<file path="config.mk">
export PLATFORM = sky130hd
export DESIGN_NAME = ex_stage
export DESIGN_NICKNAME = d
export VERILOG_FILES = /design/src/ex_pkg.sv /design/src/ex_alu.sv /design/src/ex_mult.sv /design/src/ex_stage.sv /design/src/ex_writeback.sv
export VERILOG_INCLUDE_DIRS = /design/src /design/src/src
export SDC_FILE = /design/constraint.sdc
export NUM_CORES = 2
export LEC_CHECK = 0
export BUFFER_PORTS_ARGS = -buffer_cell sky130_fd_sc_hd__buf_4
export CORE_MARGIN = 5
export CORE_UTILIZATION = 40
export CTS_BUF_LIST = sky130_fd_sc_hd__clkbuf_8
export DETAILED_ROUTE_END_ITERATION = 6
export GPL_ROUTABILITY_DRIVEN = 0
export GPL_TIMING_DRIVEN = 1
export PLACE_DENSITY = 0.59
export SLEW_MARGIN = 20
export SYNTH_ARGS = -nofsm -noshare
export SYNTH_HDL_FRONTEND = slang
export SYNTH_HIERARCHICAL = 1
export SYNTH_SLANG_ARGS = --single-unit
</file>
<file path="constraint.sdc">
create_clock -name clk -period 49.6 [get_ports clk]
set_input_delay 14.88 -clock clk [delete_from_list [all_inputs] [get_ports clk]]
set_output_delay 14.88 -clock clk [all_outputs]
set_load 0.02 [all_outputs]
</file>
<file path="src/ex_macros.svh">
//////////////////////////////////////////////////////////////////////
// width constants for the execute stage, fixed at build time
// the register address top bit selects the upper register bank
//////////////////////////////////////////////////////////////////////

`ifndef EX_MACROS_SVH
`define EX_MACROS_SVH

//////////////////////////////////////////////////////////////////////
// datapath
//////////////////////////////////////////////////////////////////////

// one data word
`define EX_XLEN 32

// register file address, msb picks the upper bank
`define EX_REG_ADDR_W 6

// operator codes
`define EX_ALU_OP_W 4
`define EX_MULT_OP_W 2

`endif

</file>
<file path="src/ex_pkg.sv">
//////////////////////////////////////////////////////////////////////
// shared types of the execute stage, widths come from ex_macros.svh
//////////////////////////////////////////////////////////////////////

`default_nettype none

`include "ex_macros.svh"

package ex_pkg;

  // plain vectors with a meaning
  typedef logic [`EX_XLEN-1:0]       word_t;
  typedef logic [2*`EX_XLEN-1:0]     dword_t;
  typedef logic [`EX_REG_ADDR_W-1:0] reg_addr_t;

  // alu operators, branch compares in the top half
  typedef enum logic [`EX_ALU_OP_W-1:0] {
    ADD, SUB, XOR, OR, AND, SLL, SRL, SRA,
    SLT, SLTU, EQ, NE, LT, GE, LTU, GEU
  } alu_op_e;

  // MULH signed x signed, MULHSU signed x unsigned
  typedef enum logic [`EX_MULT_OP_W-1:0] {
    MUL, MULH, MULHSU, MULHU
  } mult_op_e;

  // high word multiply sequencing
  typedef enum logic {
    MULT_IDLE, MULT_HIGH
  } mult_state_e;

  // alu request, operand c is the jump target
  typedef struct packed {
    logic    en;
    alu_op_e op;
    word_t   a;
    word_t   b;
    word_t   c;
  } alu_req_t;

  typedef struct packed {
    logic     en;
    mult_op_e op;
    word_t    a;
    word_t    b;
  } mult_req_t;

  // one register file write port
  typedef struct packed {
    logic      we;
    reg_addr_t addr;
    word_t     data;
  } rf_wr_t;

endpackage

`default_nettype wire

</file>
<file path="src/ex_alu.sv">
//////////////////////////////////////////////////////////////////////
// combinational alu, always ready, no vector modes and no divide
// result_o is don't care for the branch compare operators
//////////////////////////////////////////////////////////////////////

`default_nettype none

`include "ex_macros.svh"

module ex_alu import ex_pkg::*; (
  input  alu_req_t alu_req_i,
  output word_t    result_o,
  output logic     cmp_o
);

  localparam int unsigned SHAMT_W = $clog2(`EX_XLEN);

  word_t              op_a;
  word_t              op_b;
  logic               is_sub;
  logic               is_signed;
  logic [`EX_XLEN:0]  adder_a;
  logic [`EX_XLEN:0]  adder_b;
  logic [`EX_XLEN:0]  adder_sum;
  logic               less;
  logic               equal;
  logic [SHAMT_W-1:0] shamt;
  logic               shift_left;
  logic               shift_fill;
  word_t              op_a_rev;
  word_t              shift_in;
  logic [`EX_XLEN:0]  shift_ext;
  word_t              shift_raw;
  word_t              shift_raw_rev;
  word_t              shift_res;

  assign op_a = alu_req_i.a;
  assign op_b = alu_req_i.b;

  //////////////////////////////////////////////////////////////////////
  // shared adder
  //////////////////////////////////////////////////////////////////////

  // subtract for everything except add, compares need a - b
  assign is_sub    = (alu_req_i.op != ADD);
  assign is_signed = (alu_req_i.op inside {SLT, LT, GE});

  // one extra bit, sign or zero extended, so the msb of the
  // difference is the less-than flag for both signednesses
  assign adder_a   = {is_signed & op_a[`EX_XLEN-1], op_a};
  assign adder_b   = {is_signed & op_b[`EX_XLEN-1], op_b} ^ {(`EX_XLEN+1){is_sub}};
  assign adder_sum = adder_a + adder_b + {{`EX_XLEN{1'b0}}, is_sub};

  assign less  = adder_sum[`EX_XLEN];
  assign equal = (op_a == op_b);

  //////////////////////////////////////////////////////////////////////
  // barrel shifter
  //////////////////////////////////////////////////////////////////////

  assign shamt      = op_b[SHAMT_W-1:0];
  assign shift_left = (alu_req_i.op == SLL);
  // fill with sign only for arithmetic right
  assign shift_fill = (alu_req_i.op == SRA) & op_a[`EX_XLEN-1];

  // left shift goes through the right shifter on reversed bits
  assign op_a_rev = {<<{op_a}};
  assign shift_in = shift_left ? op_a_rev : op_a;

  assign shift_ext     = $signed({shift_fill, shift_in}) >>> shamt;
  assign shift_raw     = shift_ext[`EX_XLEN-1:0];
  assign shift_raw_rev = {<<{shift_raw}};
  assign shift_res     = shift_left ? shift_raw_rev : shift_raw;

  //////////////////////////////////////////////////////////////////////
  // result and compare select
  //////////////////////////////////////////////////////////////////////

  always_comb begin
    result_o = '0;
    cmp_o    = 1'b0;
    case (alu_req_i.op)
      ADD, SUB:       result_o = adder_sum[`EX_XLEN-1:0];
      XOR:            result_o = op_a ^ op_b;
      OR:             result_o = op_a | op_b;
      AND:            result_o = op_a & op_b;
      SLL, SRL, SRA:  result_o = shift_res;
      SLT, SLTU: begin
        // zero extended flag
        result_o = {{(`EX_XLEN-1){1'b0}}, less};
        cmp_o    = less;
      end
      EQ:             cmp_o = equal;
      NE:             cmp_o = ~equal;
      LT, LTU:        cmp_o = less;
      GE, GEU:        cmp_o = ~less;
      default:        result_o = '0;
    endcase
  end

endmodule

`default_nettype wire

</file>
<file path="src/ex_mult.sv">
//////////////////////////////////////////////////////////////////////
// MUL is single cycle, high word ops take two cycles and stall EX
// the registered product is held until ex_ready_i is seen high
//////////////////////////////////////////////////////////////////////

`default_nettype none

`include "ex_macros.svh"

module ex_mult import ex_pkg::*; (
  input  logic      clk,
  input  logic      rst_n,
  input  mult_req_t mult_req_i,
  input  logic      ex_ready_i,
  output word_t     result_o,
  output logic      ready_o,
  output logic      multicycle_o
);

  mult_state_e                 state_q;
  mult_state_e                 state_d;
  logic                        high_op;
  logic                        high_issue;
  logic                        sign_a;
  logic                        sign_b;
  logic signed [2*`EX_XLEN-1:0] ext_a;
  logic signed [2*`EX_XLEN-1:0] ext_b;
  dword_t                      prod;
  dword_t                      prod_q;

  //////////////////////////////////////////////////////////////////////
  // operand extension and product
  //////////////////////////////////////////////////////////////////////

  assign high_op = (mult_req_i.op != MUL);

  // a is signed for MULH and MULHSU, b only for MULH
  assign sign_a = (mult_req_i.op inside {MULH, MULHSU}) & mult_req_i.a[`EX_XLEN-1];
  assign sign_b = (mult_req_i.op == MULH) & mult_req_i.b[`EX_XLEN-1];

  assign ext_a = {{`EX_XLEN{sign_a}}, mult_req_i.a};
  assign ext_b = {{`EX_XLEN{sign_b}}, mult_req_i.b};
  // low 64 bits of the extended product are exact
  assign prod  = ext_a * ext_b;

  // first cycle of a high op
  assign high_issue   = (state_q == MULT_IDLE) & mult_req_i.en & high_op;
  assign ready_o      = ~high_issue;
  assign multicycle_o = high_issue;

  assign result_o = (state_q == MULT_HIGH) ? prod_q[2*`EX_XLEN-1:`EX_XLEN]
                                           : prod[`EX_XLEN-1:0];

  //////////////////////////////////////////////////////////////////////
  // state machine
  //////////////////////////////////////////////////////////////////////

  always_comb begin
    state_d = state_q;
    case (state_q)
      MULT_IDLE: if (high_issue) state_d = MULT_HIGH;
      // wait out back-pressure from later stages
      MULT_HIGH: if (ex_ready_i) state_d = MULT_IDLE;
      default:   state_d = MULT_IDLE;
    endcase
  end

  always_ff @(posedge clk or negedge rst_n) begin
    if (!rst_n) begin
      state_q <= MULT_IDLE;
    end else begin
      state_q <= state_d;
    end
  end

  // product captured once, at the issue edge
  always_ff @(posedge clk) begin
    if (high_issue) begin
      prod_q <= prod;
    end
  end

  // decode holds the high operator until the stage moves on
  a_high_entry: assert property (@(posedge clk) disable iff (!rst_n)
    state_q == MULT_HIGH |-> mult_req_i.en && high_op)
    else $error("ex_mult in MULT_HIGH without an enabled high operator");

  // stall only in the first cycle after the stage advanced
  a_ready_issue: assert property (@(posedge clk) disable iff (!rst_n)
    mult_req_i.en && high_op |-> ready_o == !$past(ex_ready_i))
    else $error("ex_mult ready_o not low exactly in the issue cycle");

endmodule

`default_nettype wire

</file>
<file path="src/ex_stage.sv">
//////////////////////////////////////////////////////////////////////
// integer execute stage top, alu and multiplier into writeback
//////////////////////////////////////////////////////////////////////

`default_nettype none

module ex_stage import ex_pkg::*; (
  input  logic      clk,
  input  logic      rst_n,
  // unit requests
  input  alu_req_t  alu_req_i,
  input  mult_req_t mult_req_i,
  // csr and lsu
  input  logic      csr_access_i,
  input  word_t     csr_rdata_i,
  input  logic      lsu_en_i,
  input  word_t     lsu_rdata_i,
  input  logic      lsu_ready_ex_i,
  // stage control
  input  logic      branch_in_ex_i,
  input  logic      wb_ready_i,
  // register writes from decode
  input  logic      regfile_alu_we_i,
  input  reg_addr_t regfile_alu_waddr_i,
  input  logic      regfile_we_i,
  input  reg_addr_t regfile_waddr_i,
  // write ports
  output rf_wr_t    fw_wr_o,
  output rf_wr_t    wb_wr_o,
  // branch
  output word_t     jump_target_o,
  output logic      branch_decision_o,
  // stage status
  output logic      mult_multicycle_o,
  output logic      ex_ready_o,
  output logic      ex_valid_o
);

  word_t alu_result;
  logic  alu_cmp;
  word_t mult_result;
  logic  mult_ready;

  // branch target and decision straight to fetch
  assign jump_target_o     = alu_req_i.c;
  assign branch_decision_o = alu_cmp;

  ex_alu i_alu (
    .alu_req_i (alu_req_i),
    .result_o  (alu_result),
    .cmp_o     (alu_cmp)
  );

  // stage ready closes the loop on the multiplier
  ex_mult i_mult (
    .clk          (clk),
    .rst_n        (rst_n),
    .mult_req_i   (mult_req_i),
    .ex_ready_i   (ex_ready_o),
    .result_o     (mult_result),
    .ready_o      (mult_ready),
    .multicycle_o (mult_multicycle_o)
  );

  ex_writeback i_wb (
    .clk                 (clk),
    .rst_n               (rst_n),
    .alu_en_i            (alu_req_i.en),
    .alu_result_i        (alu_result),
    .mult_en_i           (mult_req_i.en),
    .mult_result_i       (mult_result),
    .mult_ready_i        (mult_ready),
    .csr_access_i        (csr_access_i),
    .csr_rdata_i         (csr_rdata_i),
    .lsu_en_i            (lsu_en_i),
    .lsu_rdata_i         (lsu_rdata_i),
    .lsu_ready_ex_i      (lsu_ready_ex_i),
    .branch_in_ex_i      (branch_in_ex_i),
    .wb_ready_i          (wb_ready_i),
    .regfile_alu_we_i    (regfile_alu_we_i),
    .regfile_alu_waddr_i (regfile_alu_waddr_i),
    .regfile_we_i        (regfile_we_i),
    .regfile_waddr_i     (regfile_waddr_i),
    .fw_wr_o             (fw_wr_o),
    .wb_wr_o             (wb_wr_o),
    .ex_ready_o          (ex_ready_o),
    .ex_valid_o          (ex_valid_o)
  );

endmodule

`default_nettype wire

</file>
<file path="src/ex_writeback.sv">
//////////////////////////////////////////////////////////////////////
// forwarding mux, EX/WB register and stage strobes
// decode must enable at most one of alu, multiplier and csr access
//////////////////////////////////////////////////////////////////////

`default_nettype none

module ex_writeback import ex_pkg::*; (
  input  logic      clk,
  input  logic      rst_n,
  // unit enables and results
  input  logic      alu_en_i,
  input  word_t     alu_result_i,
  input  logic      mult_en_i,
  input  word_t     mult_result_i,
  input  logic      mult_ready_i,
  // csr and lsu
  input  logic      csr_access_i,
  input  word_t     csr_rdata_i,
  input  logic      lsu_en_i,
  input  word_t     lsu_rdata_i,
  input  logic      lsu_ready_ex_i,
  // stage control
  input  logic      branch_in_ex_i,
  input  logic      wb_ready_i,
  // register writes from decode
  input  logic      regfile_alu_we_i,
  input  reg_addr_t regfile_alu_waddr_i,
  input  logic      regfile_we_i,
  input  reg_addr_t regfile_waddr_i,
  output rf_wr_t    fw_wr_o,
  output rf_wr_t    wb_wr_o,
  output logic      ex_ready_o,
  output logic      ex_valid_o
);

  logic      wb_we_q;
  reg_addr_t wb_waddr_q;
  logic      units_ready;
  logic      any_en;

  //////////////////////////////////////////////////////////////////////
  // forwarding port
  //////////////////////////////////////////////////////////////////////

  always_comb begin
    fw_wr_o.we   = regfile_alu_we_i;
    fw_wr_o.addr = regfile_alu_waddr_i;
    // csr wins, then multiplier, then alu
    if (csr_access_i) begin
      fw_wr_o.data = csr_rdata_i;
    end else if (mult_en_i) begin
      fw_wr_o.data = mult_result_i;
    end else if (alu_en_i) begin
      fw_wr_o.data = alu_result_i;
    end else begin
      fw_wr_o.data = '0;
    end
  end

  //////////////////////////////////////////////////////////////////////
  // EX/WB register, load write port
  //////////////////////////////////////////////////////////////////////

  always_ff @(posedge clk or negedge rst_n) begin
    if (!rst_n) begin
      wb_we_q <= 1'b0;
    end else if (ex_valid_o) begin
      wb_we_q <= regfile_we_i;
    end else if (wb_ready_i) begin
      // nothing new, flush the old write out
      wb_we_q <= 1'b0;
    end
  end

  // address only follows a real write
  always_ff @(posedge clk) begin
    if (ex_valid_o && regfile_we_i) begin
      wb_waddr_q <= regfile_waddr_i;
    end
  end

  assign wb_wr_o.we   = wb_we_q;
  assign wb_wr_o.addr = wb_waddr_q;
  assign wb_wr_o.data = lsu_rdata_i;

  // a branch in EX frees the stage even while a unit stalls
  assign units_ready = mult_ready_i & lsu_ready_ex_i & wb_ready_i;
  assign any_en      = alu_en_i | mult_en_i | csr_access_i | lsu_en_i;
  assign ex_valid_o  = any_en & units_ready;
  assign ex_ready_o  = units_ready | branch_in_ex_i;

  a_onehot_src: assert property (@(posedge clk) disable iff (!rst_n)
    $onehot0({alu_en_i, mult_en_i, csr_access_i}))
    else $error("ex_writeback more than one forwarding source enabled");

  // enable and address are captured at the same valid edge
  a_we_rise: assert property (@(posedge clk) disable iff (!rst_n)
    $rose(wb_we_q) |-> $past(ex_valid_o) && wb_waddr_q == $past(regfile_waddr_i))
    else $error("ex_writeback load port write rose without a valid write");

endmodule

`default_nettype wire

</file>
==> run metrics <==
Worst-path clk slew 0.08 ns; period utilization 75.11%; Worst-Skew Late Latency 0.30 ns; # rows roughly 130; IO Pins around 370; worst stage delay on the critical path 0.58 ns; final clock skew 0.01163 ns; initial antenna violation count 7; CTS tree yes; synthesized area per cell 8.695 µm²; Core ar. 0.1182 mm²; Post CTS Setup Buffer Count 0; Resize count post-CTS 0; number of global-route vias before repair 39520; final std cells w/o fill 6896; Area Growth Syn to Fin 4.330%; Detailed Route Iter0 Violations roughly 2800; Max Clk Rate 26.84 MHz; Slew headroom approximately 28%; vias per inst between 5 and 6; final WL 148800 µm; fin crit period 37.25 ns; die width 355.3 µm; Cells after DPL 6887; largest net degree at the start of global routing 67; GRT Overall Usage a little under a quarter; CP startpoint kind input pin; Total Neg Setup Slack 0 ns; # setup viols final 0; worst slew pin tran approximately 1.1 ns; CP dominant cell by count fa_1; Post-route DRC 0; outcome finished clean; DR WL met3 roughly 8900 µm; pre-CTS WS around 12 ns; yosys warns 6; ys flop type edfxtp_1; Final ANT Viol Nets 0; CP arrival 22.37 ns; Yosys cell types 87; hold buffers post-CTS 0; Metal-1 WL 61020 µm; register area share after synthesis under 10%; max cap viols 0; worst hold slack between 0.5 and 0.6 ns; post-synth top area cell fa_1; slowest CP cell fa_1; cts bufs inserted 5; Worst Path Required approximately 35 ns; met2 WL 71430 µm; first-pass GRT wire length 232600 µm; crit path max fanout 33; Vias about 37000; EDFF count, synth 38; GRT Residual Overflow 0; layout cell share with drive strength beyond 1 6.159%; RSZ-0062 raised after global routing false; syn nets 7174; ys async rst share roughly 5.0%; HP Class register to register; Synth top area share 47.25%; final hold vios 0; total die area 0.1263 mm²; Avg WL per Cell approximately 22 µm; Setup Crit Path Kind input pin to primary output; H-tree Lvls 2; fin nets between 7000 and 8000; post-route setup slack 12.35 ns; Port Buffers approximately 220; DR pass1 iterations 6; Starting Density 40.34%; Post-Syn Area 0.04770 mm²; Worst Setup End Kind primary output; clock root cell clkbuf_8; Num Clock Sinks 40; clk buf depth 2; post-DP HPWL 120000 µm; top post-synthesis cells by area fa_1, inv_1, ha_1, nand2_1, and2_1; Fillers 12000; register bit total from synthesis 40; chip height ~360 µm; Slew Viols, Final 0; cell count after synthesis 5486; Highest Signal Layer met5
cell usage in the layout (no fill, tap or decap), types with 12 or more instances in the layout:
master	n
nand2_1	926
and3_1	30
xnor2_1	102
a21o_1	44
o211ai_1	18
mux4_2	38
o21a_1	12
o21ai_1	18
nor3_1	17
a221oi_1	33
mux2i_1	48
a31oi_1	12
and2_1	269
nand3b_1	33
fa_1	1126
ha_1	309
nor2_1	129
a21oi_1	191
o31ai_1	13
o21bai_1	21
nand3_1	37
inv_1	1254
a211oi_1	20
o21ai_0	108
nor2b_1	45
edfxtp_1	38
buf_4	240
a221o_1	12
nand4_1	16
xor2_1	32
path summary, 6_finish.rpt:
path,startpoint,end,slack [ns],depth (start not counted)
setup reg to reg,i_mult/state_q,i_wb/wb_waddr_q[2],47.12,4
setup / recovery,mult_req_i[52],fw_wr_o[31],12.35,29
hold / removal,i_wb/wb_we_q,i_wb/wb_we_q,0.56,2
max in group asynchronous,rst_n,i_mult/state_q,35.15,1
hold reg to reg,i_wb/wb_we_q,i_wb/wb_we_q,0.56,2
min in group asynchronous,rst_n,i_wb/wb_we_q,14.35,1
kinds of logic after synthesis:
group / after synthesis / share of synthesized area [%]
flip-flops: 40 / 2.497
XOR/XNOR: 135 / 2.507
buffers and inverters: 1634 / 13.66
multiplexers: 97 / 3.061
AO/OA/AOI/OAI: 593 / 8.071
adder cells (fa/ha/maj): 1435 / 55.36
AND/OR/NAND/NOR: 1552 / 14.85
cell type report:
| cell class | instances | area (µm²) | area share (%) |
|---|---|---|---|
| Antenna cell | 2 | 5.005 | 0.01006 |
| Clock buffer | 5 | 68.82 | 0.1383 |
| Clock inverter | 2 | 8.758 | 0.01760 |
| Inverter | 1259 | 4726 | 9.495 |
| Multi-Input combinational cell | 3812 | 40040 | 80.46 |
| Sequential cell | 40 | 1192 | 2.396 |
| Tap cell | 1536 | 1922 | 3.862 |
| Timing Repair Buffer | 240 | 1802 | 3.620 |
critical path, delay by kind of cell:
family,cells,cell delay (ns)
compound gates,8,1.48
fa+ha+maj,9,4.48
buf+inv,9,0.92
simple gates,2,0.23
xor+xnor,1,0.34
cell usage after synthesis (21+ instances only):
library cell,count
and3_1,30
a21o_1,44
xor2_1,32
and2_1,269
nor2_1,129
xnor2_1,102
a21oi_1,191
o21bai_1,21
mux2i_1,48
o21ai_0,108
fa_1,1126
edfxtp_1,38
clkbuf_1,265
mux4_2,38
ha_1,309
a221oi_1,33
nand3b_1,33
nor2b_1,45
nand2_1,926
nand3_1,37
inv_1,1253
buf_4,77
through the flow:
stage                     util [%]  cell area, µm²
final                        42.09           49770
after detailed placement     42.02           49690
after global placement       42.02           49690
after global routing         42.09           49770
after floorplan                  -           47700
after CTS                    42.09           49760
metal layers:
layer,track usage [%],up-vias
met5,0,-
met4,9.490,4
met3,2.235,330
met2,39.65,1380
met1,31.43,19460
li1,-,16200
state kept, by name, summed over array words and instances (netlist names):
signal	cells
i_mult/prod_q	32
i_mult/state_q	1
i_wb/wb_waddr_q	6
i_wb/wb_we_q	1
Power is not shown: default switching activity piles up to over one toggle a cycle in this logic, so the estimate is an artifact.
